File: config.mk
export PLATFORM = sky130hd
export DESIGN_NAME = i2c_page_writer
export DESIGN_NICKNAME = d
export VERILOG_FILES = /design/src/design/i2c_page_pkg.sv /design/src/design/page_cache.sv /design/src/design/settle_timer.sv /design/src/design/reg_bus_master.sv /design/src/design/write_sequencer.sv /design/src/design/i2c_page_writer.sv
export SDC_FILE = /design/constraint.sdc
export NUM_CORES = 1
export LEC_CHECK = 0
export BUFFER_PORTS_ARGS = -buffer_cell sky130_fd_sc_hd__buf_4
export CORE_AREA = 2 2 77 79
export CTS_CLUSTER_DIAMETER = 150
export DETAILED_ROUTE_END_ITERATION = 7
export DIE_AREA = 0 0 79 81
export GPL_TIMING_DRIVEN = 0
export PLACE_DENSITY = 0.7
export SLEW_MARGIN = 20
export SYNTH_ARGS = -nofsm -noshare
export SYNTH_HDL_FRONTEND = slang
export SYNTH_SLANG_ARGS = --single-unit
export TNS_END_PERCENT = 10
File: constraint.sdc
create_clock -name clock -period 3.4 [get_ports clock]
set_input_delay 0.68 -clock clock [delete_from_list [all_inputs] [get_ports clock]]
set_output_delay 0.68 -clock clock [all_outputs]
set_load 0.005 [all_outputs]
File: src/design/i2c_page_pkg.sv
package i2c_page_pkg;

    // ------------------------------
    // shared widths
    // ------------------------------
    localparam int ADDR_W = 16;                 // page in the high byte, offset in the low byte
    localparam int STEP_W = 3;                  // byte step count of one request

    typedef logic [7:0] byte_t;

    // ------------------------------
    // engine register map
    // ------------------------------
    typedef enum logic [2:0] {
        REG_PRER_LO = 3'd0,                     // prescaler low byte
        REG_PRER_HI = 3'd1,                     // prescaler high byte
        REG_CTR     = 3'd2,                     // control
        REG_TXR     = 3'd3,                     // transmit, receive on the read side
        REG_CR      = 3'd4                      // command, status on the read side
    } reg_addr_t;

    localparam reg_addr_t REG_SR = REG_CR;      // status read shares the command address

    // command register opcodes
    typedef enum logic [7:0] {
        CMD_WRITE       = 8'h10,                // write byte
        CMD_WRITE_STOP  = 8'h50,                // write byte then stop
        CMD_START_WRITE = 8'h90                 // start then write byte
    } cr_cmd_t;

    localparam byte_t CTR_ENABLE        = 8'h80;    // core enable bit
    localparam byte_t PAGE_SELECT_INDEX = 8'h01;    // slave register holding the page
    localparam int    SR_TIP_BIT        = 1;        // transfer in progress

    // ------------------------------
    // sequencer states
    // ------------------------------
    typedef enum logic [3:0] {
        S_INIT_PREH,
        S_INIT_PREL,
        S_INIT_CTR,
        S_IDLE,
        S_LOAD_TX,
        S_ISSUE_CMD,
        S_SETTLE,
        S_POLL,
        S_DONE
    } seq_state_t;

endpackage

File: src/design/page_cache.sv
`timescale 1ns/1ns

module page_cache (
    input  logic                clock,
    input  logic                reset,
    input  logic                capture_i,
    input  i2c_page_pkg::byte_t page_i,
    output logic                same_page_o
);
    import i2c_page_pkg::*;

    byte_t page_q;                              // last page sent to the slave
    logic  valid_q;                             // no page known after reset
    logic  same_page_q;

    // hit flag and valid bit
    always_ff @(posedge clock)
    begin
        if (reset)
        begin
            valid_q     <= 1'b0;
            same_page_q <= 1'b0;
        end
        else if (capture_i)
        begin
            same_page_q <= valid_q && (page_q == page_i);   // compare against the old page
            valid_q     <= 1'b1;
        end
    end

    // stored page
    always_ff @(posedge clock)
    begin
        if (capture_i)
        begin
            page_q <= page_i;
        end
    end

    assign same_page_o = same_page_q;

endmodule

File: src/design/settle_timer.sv
`timescale 1ns/1ns

module settle_timer #(
    parameter int SETTLE_CYCLES = 3
) (
    input  logic clock,
    input  logic reset,
    input  logic start_i,
    output logic expired_o
);

    localparam int CNT_W = $clog2(SETTLE_CYCLES + 1);

    logic [CNT_W-1:0] count_q;

    // loaded on start, runs down to zero and parks there
    always_ff @(posedge clock)
    begin
        if (reset)
        begin
            count_q <= '0;
        end
        else if (start_i)
        begin
            count_q <= CNT_W'(SETTLE_CYCLES);
        end
        else if (count_q != '0)
        begin
            count_q <= count_q - 1'b1;
        end
    end

    // the last count is the cycle SETTLE_CYCLES after start
    assign expired_o = (count_q == CNT_W'(1));

endmodule

File: src/design/reg_bus_master.sv
`timescale 1ns/1ns

module reg_bus_master (
    input  logic                    clock,
    input  logic                    reset,
    input  logic                    access_i,
    input  logic                    we_i,
    input  i2c_page_pkg::reg_addr_t adr_i,
    input  i2c_page_pkg::byte_t     wdata_i,
    input  logic                    reg_ack_i,
    input  i2c_page_pkg::byte_t     reg_rdata_i,
    output logic                    done_o,
    output i2c_page_pkg::byte_t     rdata_o,
    output logic                    reg_req_o,
    output logic                    reg_we_o,
    output i2c_page_pkg::reg_addr_t reg_adr_o,
    output i2c_page_pkg::byte_t     reg_wdata_o
);
    import i2c_page_pkg::*;

    typedef enum logic [1:0] {
        BUS_IDLE,
        BUS_WAIT_ACK,
        BUS_WAIT_RELEASE
    } bus_state_t;

    bus_state_t bus_state_q;
    byte_t      rdata_q;

    // ------------------------------
    // handshake phases
    // ------------------------------
    always_ff @(posedge clock)
    begin
        if (reset)
        begin
            bus_state_q <= BUS_IDLE;
            reg_req_o   <= 1'b0;
        end
        else
        begin
            case (bus_state_q)
                BUS_IDLE:
                begin
                    if (access_i)
                    begin
                        reg_req_o   <= 1'b1;
                        bus_state_q <= BUS_WAIT_ACK;
                    end
                end
                BUS_WAIT_ACK:
                begin
                    if (reg_ack_i)
                    begin
                        reg_req_o   <= 1'b0;        // phase 3, release the request
                        bus_state_q <= BUS_WAIT_RELEASE;
                    end
                end
                default:
                begin
                    if (!reg_ack_i)
                    begin
                        bus_state_q <= BUS_IDLE;
                    end
                end
            endcase
        end
    end

    // bus fields held for the whole access
    always_ff @(posedge clock)
    begin
        if (bus_state_q == BUS_IDLE && access_i)
        begin
            reg_we_o    <= we_i;
            reg_adr_o   <= adr_i;
            reg_wdata_o <= wdata_i;
        end
        if (bus_state_q == BUS_WAIT_ACK && reg_ack_i)
        begin
            rdata_q <= reg_rdata_i;                 // read data valid with ack high
        end
    end

    assign rdata_o = rdata_q;
    assign done_o  = (bus_state_q == BUS_WAIT_RELEASE) && !reg_ack_i;

endmodule

File: src/design/write_sequencer.sv
`timescale 1ns/1ns

module write_sequencer #(
    parameter logic [15:0] PRESCALE   = 16'h003F,
    parameter logic [6:0]  SLAVE_ADDR = 7'h10
) (
    input  logic                            clock,
    input  logic                            reset,
    input  logic                            start_i,
    input  logic [i2c_page_pkg::ADDR_W-1:0] address_i,
    input  i2c_page_pkg::byte_t             data_i,
    input  logic                            same_page_i,
    input  logic                            access_done_i,
    input  i2c_page_pkg::byte_t             rdata_i,
    input  logic                            expired_i,
    output logic                            ready_o,
    output logic                            done_o,
    output logic                            capture_o,
    output logic                            access_o,
    output logic                            we_o,
    output i2c_page_pkg::reg_addr_t         adr_o,
    output i2c_page_pkg::byte_t             wdata_o,
    output logic                            settle_start_o
);
    import i2c_page_pkg::*;

    localparam logic [STEP_W-1:0] PAGE_HIT_STEP = 3'd3;    // second transfer starts here
    localparam logic [STEP_W-1:0] LAST_STEP     = 3'd5;

    seq_state_t        state_q;
    logic [STEP_W-1:0] step_q;
    logic              issued_q;                // access of this state already sent
    logic              step_sel_q;              // page hit result pending
    byte_t             page_q;
    byte_t             offset_q;
    byte_t             data_q;
    byte_t             tx_byte;
    cr_cmd_t           tx_cmd;
    logic              access_state;

    assign ready_o        = (state_q == S_IDLE);
    assign done_o         = (state_q == S_DONE);
    assign capture_o      = ready_o && start_i;
    assign settle_start_o = (state_q == S_ISSUE_CMD) && access_done_i;
    assign access_o       = access_state && !issued_q && !step_sel_q;

    // ------------------------------
    // byte step decode
    // ------------------------------
    always_comb
    begin
        case (step_q)
            3'd0:    begin tx_byte = {SLAVE_ADDR, 1'b0}; tx_cmd = CMD_START_WRITE; end
            3'd1:    begin tx_byte = PAGE_SELECT_INDEX;  tx_cmd = CMD_WRITE;       end
            3'd2:    begin tx_byte = page_q;             tx_cmd = CMD_WRITE_STOP;  end
            3'd3:    begin tx_byte = {SLAVE_ADDR, 1'b0}; tx_cmd = CMD_START_WRITE; end
            3'd4:    begin tx_byte = offset_q;           tx_cmd = CMD_WRITE;       end
            default: begin tx_byte = data_q;             tx_cmd = CMD_WRITE_STOP;  end
        endcase
    end

    // register access of each state
    always_comb
    begin
        access_state = 1'b1;
        we_o         = 1'b1;
        adr_o        = REG_TXR;
        wdata_o      = tx_byte;
        case (state_q)
            S_INIT_PREH: begin adr_o = REG_PRER_HI; wdata_o = PRESCALE[15:8]; end
            S_INIT_PREL: begin adr_o = REG_PRER_LO; wdata_o = PRESCALE[7:0];  end
            S_INIT_CTR:  begin adr_o = REG_CTR;     wdata_o = CTR_ENABLE;     end
            S_LOAD_TX:   adr_o = REG_TXR;
            S_ISSUE_CMD: begin adr_o = REG_CR;      wdata_o = byte_t'(tx_cmd); end
            S_POLL:
            begin
                we_o    = 1'b0;                     // status read
                adr_o   = REG_SR;
                wdata_o = 8'h00;
            end
            default:     access_state = 1'b0;
        endcase
    end

    // ------------------------------
    // state machine
    // ------------------------------
    always_ff @(posedge clock)
    begin
        if (reset)
        begin
            state_q    <= S_INIT_PREH;
            step_q     <= '0;
            issued_q   <= 1'b0;
            step_sel_q <= 1'b0;
        end
        else
        begin
            if (access_o)
            begin
                issued_q <= 1'b1;
            end
            if (access_done_i)
            begin
                issued_q <= 1'b0;
            end
            case (state_q)
                S_INIT_PREH: if (access_done_i) state_q <= S_INIT_PREL;
                S_INIT_PREL: if (access_done_i) state_q <= S_INIT_CTR;
                S_INIT_CTR:  if (access_done_i) state_q <= S_IDLE;
                S_IDLE:
                begin
                    if (start_i)
                    begin
                        step_sel_q <= 1'b1;
                        state_q    <= S_LOAD_TX;
                    end
                end
                S_LOAD_TX:
                begin
                    if (step_sel_q)
                    begin
                        step_sel_q <= 1'b0;         // page cache answer is valid now
                        step_q     <= same_page_i ? PAGE_HIT_STEP : '0;
                    end
                    else if (access_done_i)
                    begin
                        state_q <= S_ISSUE_CMD;
                    end
                end
                S_ISSUE_CMD: if (access_done_i) state_q <= S_SETTLE;
                S_SETTLE:    if (expired_i) state_q <= S_POLL;
                S_POLL:
                begin
                    // a busy status simply reissues the read
                    if (access_done_i && !rdata_i[SR_TIP_BIT])
                    begin
                        if (step_q == LAST_STEP)
                        begin
                            state_q <= S_DONE;
                        end
                        else
                        begin
                            step_q  <= step_q + 1'b1;
                            state_q <= S_LOAD_TX;
                        end
                    end
                end
                default:     state_q <= S_IDLE;
            endcase
        end
    end

    // request payload
    always_ff @(posedge clock)
    begin
        if (capture_o)
        begin
            page_q   <= address_i[15:8];
            offset_q <= address_i[7:0];
            data_q   <= data_i;
        end
    end

endmodule

File: src/design/i2c_page_writer.sv
`timescale 1ns/1ns

module i2c_page_writer #(
    parameter logic [15:0] PRESCALE      = 16'h003F,
    parameter logic [6:0]  SLAVE_ADDR    = 7'h10,
    parameter int          SETTLE_CYCLES = 3
) (
    input  logic                            clock,
    input  logic                            reset,
    input  logic                            start_i,
    input  logic [i2c_page_pkg::ADDR_W-1:0] address_i,
    input  i2c_page_pkg::byte_t             data_i,
    input  logic                            reg_ack_i,
    input  i2c_page_pkg::byte_t             reg_rdata_i,
    output logic                            ready_o,
    output logic                            done_o,
    output logic                            reg_req_o,
    output logic                            reg_we_o,
    output i2c_page_pkg::reg_addr_t         reg_adr_o,
    output i2c_page_pkg::byte_t             reg_wdata_o
);
    import i2c_page_pkg::*;

    logic      same_page;
    logic      capture;
    logic      access;
    logic      access_done;
    logic      we;
    reg_addr_t adr;
    byte_t     wdata;
    byte_t     rdata;
    logic      settle_start;
    logic      expired;

    // ------------------------------
    // control
    // ------------------------------
    write_sequencer #(
        .PRESCALE   (PRESCALE),
        .SLAVE_ADDR (SLAVE_ADDR)
    ) u_sequencer (
        .clock          (clock),
        .reset          (reset),
        .start_i        (start_i),
        .address_i      (address_i),
        .data_i         (data_i),
        .same_page_i    (same_page),
        .access_done_i  (access_done),
        .rdata_i        (rdata),
        .expired_i      (expired),
        .ready_o        (ready_o),
        .done_o         (done_o),
        .capture_o      (capture),
        .access_o       (access),
        .we_o           (we),
        .adr_o          (adr),
        .wdata_o        (wdata),
        .settle_start_o (settle_start)
    );

    settle_timer #(
        .SETTLE_CYCLES (SETTLE_CYCLES)
    ) u_settle_timer (
        .clock     (clock),
        .reset     (reset),
        .start_i   (settle_start),
        .expired_o (expired)
    );

    // ------------------------------
    // data path
    // ------------------------------
    reg_bus_master u_bus_master (
        .clock       (clock),
        .reset       (reset),
        .access_i    (access),
        .we_i        (we),
        .adr_i       (adr),
        .wdata_i     (wdata),
        .reg_ack_i   (reg_ack_i),
        .reg_rdata_i (reg_rdata_i),
        .done_o      (access_done),
        .rdata_o     (rdata),
        .reg_req_o   (reg_req_o),
        .reg_we_o    (reg_we_o),
        .reg_adr_o   (reg_adr_o),
        .reg_wdata_o (reg_wdata_o)
    );

    page_cache u_page_cache (
        .clock       (clock),
        .reset       (reset),
        .capture_i   (capture),
        .page_i      (address_i[15:8]),            // page is the high address byte
        .same_page_o (same_page)
    );

endmodule

==> flow_metrics.py <==
metrics = {
    "status": {
        "run_status": "completed",
    },
    "logic_synthesis": {
        "yosysWarningCount": 0,
        "synth.cell_area_mm2": 0.002425,
        "asyncSetResetFlopFracSynth": 0,
        "synth_edf_count": 37,
        "synth-seq-cells": 53,
        "synthesis.instances": 209,
        "synth_area_per_cell_um2": 11.60,
        "synth_cell_type_count": 44,
        "synth.yosys.seq_area_share": 0.5903,
        "post_synthesis_net_count": 252,
        "ys_dominant_reg_cell": "edfxtp_1",
    },
    "drt": {
        "starting_drc_count_in_detailed_routing": 120,
        "antenna_left": 0,
        "detail_route.wl_per_cell_um": 13.90,
        "dr_drc_count": 0,
        "dr_total_vias": 1720,
        "vias_per_cell": 5.150,
        "first_pass_iters": 4,
        "detail_route.wirelength_mm": 4.644,
    },
    "final_layout": {
        "layout-drive-gt1-share": 0.2085,
        "multi_input_area_um2": 904.6,
        "final.fill_count": 521,
        "final_util": 0.5150,
        "stdcell_area_mm2": 0.002923,
        "finish.cell_count_without_fillers": 334,
        "reg_area_mm2": 0.001431,
        "fin_nets": 301,
        "antennaDiodeCount": 0,
        "area_growth_pct": 20.54,
    },
    "cts": {
        "cts_num_sinks": 53,
        "cts_max_path_buffers": 2,
        "clock_tree.htree_level_count": 2,
        "ctsHoldBuffers": 0,
        "clock_insertion_delay_at_the_later_pin_of_the_skew_report_ns": 0.31,
        "clock_tree.root_cell": "clkbuf_8",
        "cts_resized": 0,
        "cts_tree": "done",
        "clkSlewWorstSetupHoldPaths_ns": 0.10,
        "cts_buffers": 5,
        "post-cts-setup-buffer-count": 0,
    },
    "timing": {
        "max_slew_margin": 0.4198,
        "grt_setup_unrepaired": "false",
        "post-route-min-period_ns": 2.508,
        "tightest_slew_ns": 0.8694,
        "final_max_slew_viol_count": 0,
        "fin_setup_tns_ns": 0,
        "timing.fmax_mhz": 398.7,
        "setup-violations-final": 0,
        "final-hold-violation-count": 0,
        "layout_worst_path_cycle_share": 0.7377,
        "fin_skew_ns": 0.01256,
    },
    "worst_setup_path": {
        "worstPathCellList": "clkbuf_1 -> xor2_1 -> a2111oi_0 -> nand2_1 -> inv_1",
        "critical-path-slowest-cell": "a2111oi_0",
        "worst-path-buf-inv": 2,
        "setup.worst_path.class": "reg -> reg",
        "crit_arrival_ns": 2.47,
        "startpoint_type": "flip-flop",
        "critical_path_required_ns": 3.36,
        "critPathCaptureType": "flip-flop",
        "slowest_stage_delay_cp_ns": 0.77,
        "critPathMaxFanout": 12,
        "path_delay_family": "compound AO/OA/AOI/OAI gates",
    },
    "pwr": {
        "register_share_of_total_power": 0.591,
        "internal_power_mw": 0.9547,
        "p_sw_frac": 0.2369,
        "clock_power_share": 0.285,
        "leakage_power_summed_over_all_cells_nw": 1.047,
        "vdd_drop_max_uv": 273.7,
        "power_switching_mw": 0.2964,
        "power_total_mw": 1.251,
        "power.density_cell_area_mw_per_mm2": 428.1,
        "comb_power_share": 0.124,
    },
    "grt": {
        "grt_max_degree": 26,
        "remaining_global_route_overflow": 0,
        "first_global_vias": 1610,
        "first_pass_grt_wire_length_mm": 7.527,
        "initial_antenna_violation_count": 0,
        "globalRouteTotalUtil": 0.1548,
    },
    "worst_hold_path": {
        "hold_path_class": "reg -> reg",
    },
    "placed_design": {
        "port_buffers": 42,
        "dpl-instance-area_mm2": 0.002834,
        "dp_hpwl_mm": 3.448,
        "gp_congestion": 0.8133,
        "dpl.cell_count": 326,
    },
    "floorplanning": {
        "floorplan.initialDensity": 0.4272,
        "rows": 28,
        "die_area_mm2": 0.006399,
        "die_h_um": 81,
        "coreArea_mm2": 0.005675,
        "die_width_um": 79,
        "num_io_pins": 51,
    },
    "flow_run": {
        "maxCapViolCount": 0,
    },
}
layer usage:
metal | vias to the layer above | track usage | wire, µm
li1 | 871 | - | -
met1 | 796 | 0.1990 | 2116
met2 | 46 | 0.2483 | 2177
met3 | 7 | 0.04000 | 255
met4 | 0 | 0.06897 | 94
met5 | - | 0 | 0
cell type report:
| cell class | count | area share |
|---|---|---|
| multi-input cells | 133 | 0.3095 |
| repair buffers | 42 | 0.1079 |
| clock buffers | 5 | 0.02354 |
| inverters | 10 | 0.01284 |
| clock inverters | 3 | 0.006849 |
| flip-flops and latches | 53 | 0.4897 |
| well taps | 75 | 0.03211 |
| plain buffers | 13 | 0.01755 |
worst min-delay path: cells and delay by family, from the launching register on:
| kind | cells | cell delay (ns) |
|---|---|---|
| flip-flops | 1 | 0.33 |
| AO/OA/AOI/OAI | 1 | 0.05 |
| AND/OR/NAND/NOR | 1 | 0.06 |
cell families after synthesis:
family / Yosys count / share of synthesized area
and+or+nand+nor: 64 / 0.1476
DFF: 53 / 0.5903
AOI/OAI and AO/OA: 49 / 0.1398
buffers and inverters: 23 / 0.03664
xor gates and xnor gates: 10 / 0.03612
adders and majority gates: 7 / 0.03612
muxes: 3 / 0.01342
worst paths after layout:
| check | startpoint | endpoint | slack [ns] | depth (start not counted) |
|---|---|---|---|---|
| setup / recovery | u_sequencer.state_q[2] | u_bus_master.reg_wdata_o[3] | 0.89 | 5 |
| setup reg to reg | u_sequencer.state_q[2] | u_bus_master.reg_wdata_o[3] | 0.89 | 5 |
| hold reg to reg | u_page_cache.same_page_o | u_page_cache.same_page_o | 0.48 | 2 |
| hold / removal | u_page_cache.same_page_o | u_page_cache.same_page_o | 0.48 | 2 |
power by group through the flow:
stage | Combinational, mW | Clock [mW] | Sequential, mW
floorplan | 0.0850 | 0 | 0.755
global placement | 0.152 | 0 | 0.753
detailed placement | 0.157 | 0 | 0.754
CTS | 0.158 | 0.362 | 0.740
global route | 0.176 | 0.385 | 0.743
finish | 0.155 | 0.357 | 0.739
Yosys cell counts, drive strengths merged (5+ instances only):
cell type,number,area [µm²]
nand3,7,35.03
nand2,13,48.80
nor2,12,45.04
o21ai,8,40.04
nor2b,6,37.54
dfxtp,16,320.3
a222oi,5,50.05
edfxtp,37,1111
ha,7,87.58
a211oi,7,52.55
a21oi,11,58.81
xnor2,8,70.07
clkbuf,11,41.29
inv,10,37.54
through the flow:
step / setup WS, ns / hold WS (ns)
after floorplan: 1.255 / 0.4402
after global placement: 0.9930 / 0.4576
after detailed placement: 0.9021 / 0.4620
after CTS: 0.8882 / 0.4747
after global routing: 0.6386 / 0.4991
final: 0.8919 / 0.4806
placed cells by master (no fill, tap or decap), drive strengths merged, types with 2 or more instances in the layout:
master / synthesis / layout
edfxtp: 37 / 37
a211o: 3 / 3
nand3: 7 / 7
nor3b: 4 / 4
buf: 2 / 44
inv: 10 / 11
nor4b: 3 / 3
xor2: 2 / 2
a222oi: 5 / 5
nor2b: 6 / 6
a21oi: 11 / 11
o21a: 2 / 2
nand2: 13 / 13
and2: 4 / 4
mux2: 2 / 2
xnor2: 8 / 8
ha: 7 / 7
clkbuf: 11 / 16
o21ai: 8 / 8
o22ai: 2 / 2
dfxtp: 16 / 16
a211oi: 7 / 7
nor2: 12 / 12
a31oi: 3 / 3
nor3: 2 / 2
a22oi: 2 / 2
nand2b: 4 / 4
state kept, by name, indices dropped and copies added (netlist names):
register,flops
u_bus_master.rdata_o,1
u_sequencer.step_sel_q,1
u_bus_master.reg_wdata_o,8
u_sequencer.issued_q,1
u_sequencer.state_q,4
u_bus_master.reg_adr_o,3
u_sequencer.page_q,8
u_bus_master.reg_req_o,1
u_bus_master.reg_we_o,1
u_page_cache.same_page_o,1
u_sequencer.step_q,3
u_page_cache.valid_q,1
u_sequencer.data_q,8
u_sequencer.offset_q,8
u_bus_master.bus_state_q,2
u_settle_timer.count_q,2
(Power assumes the default switching activity.)
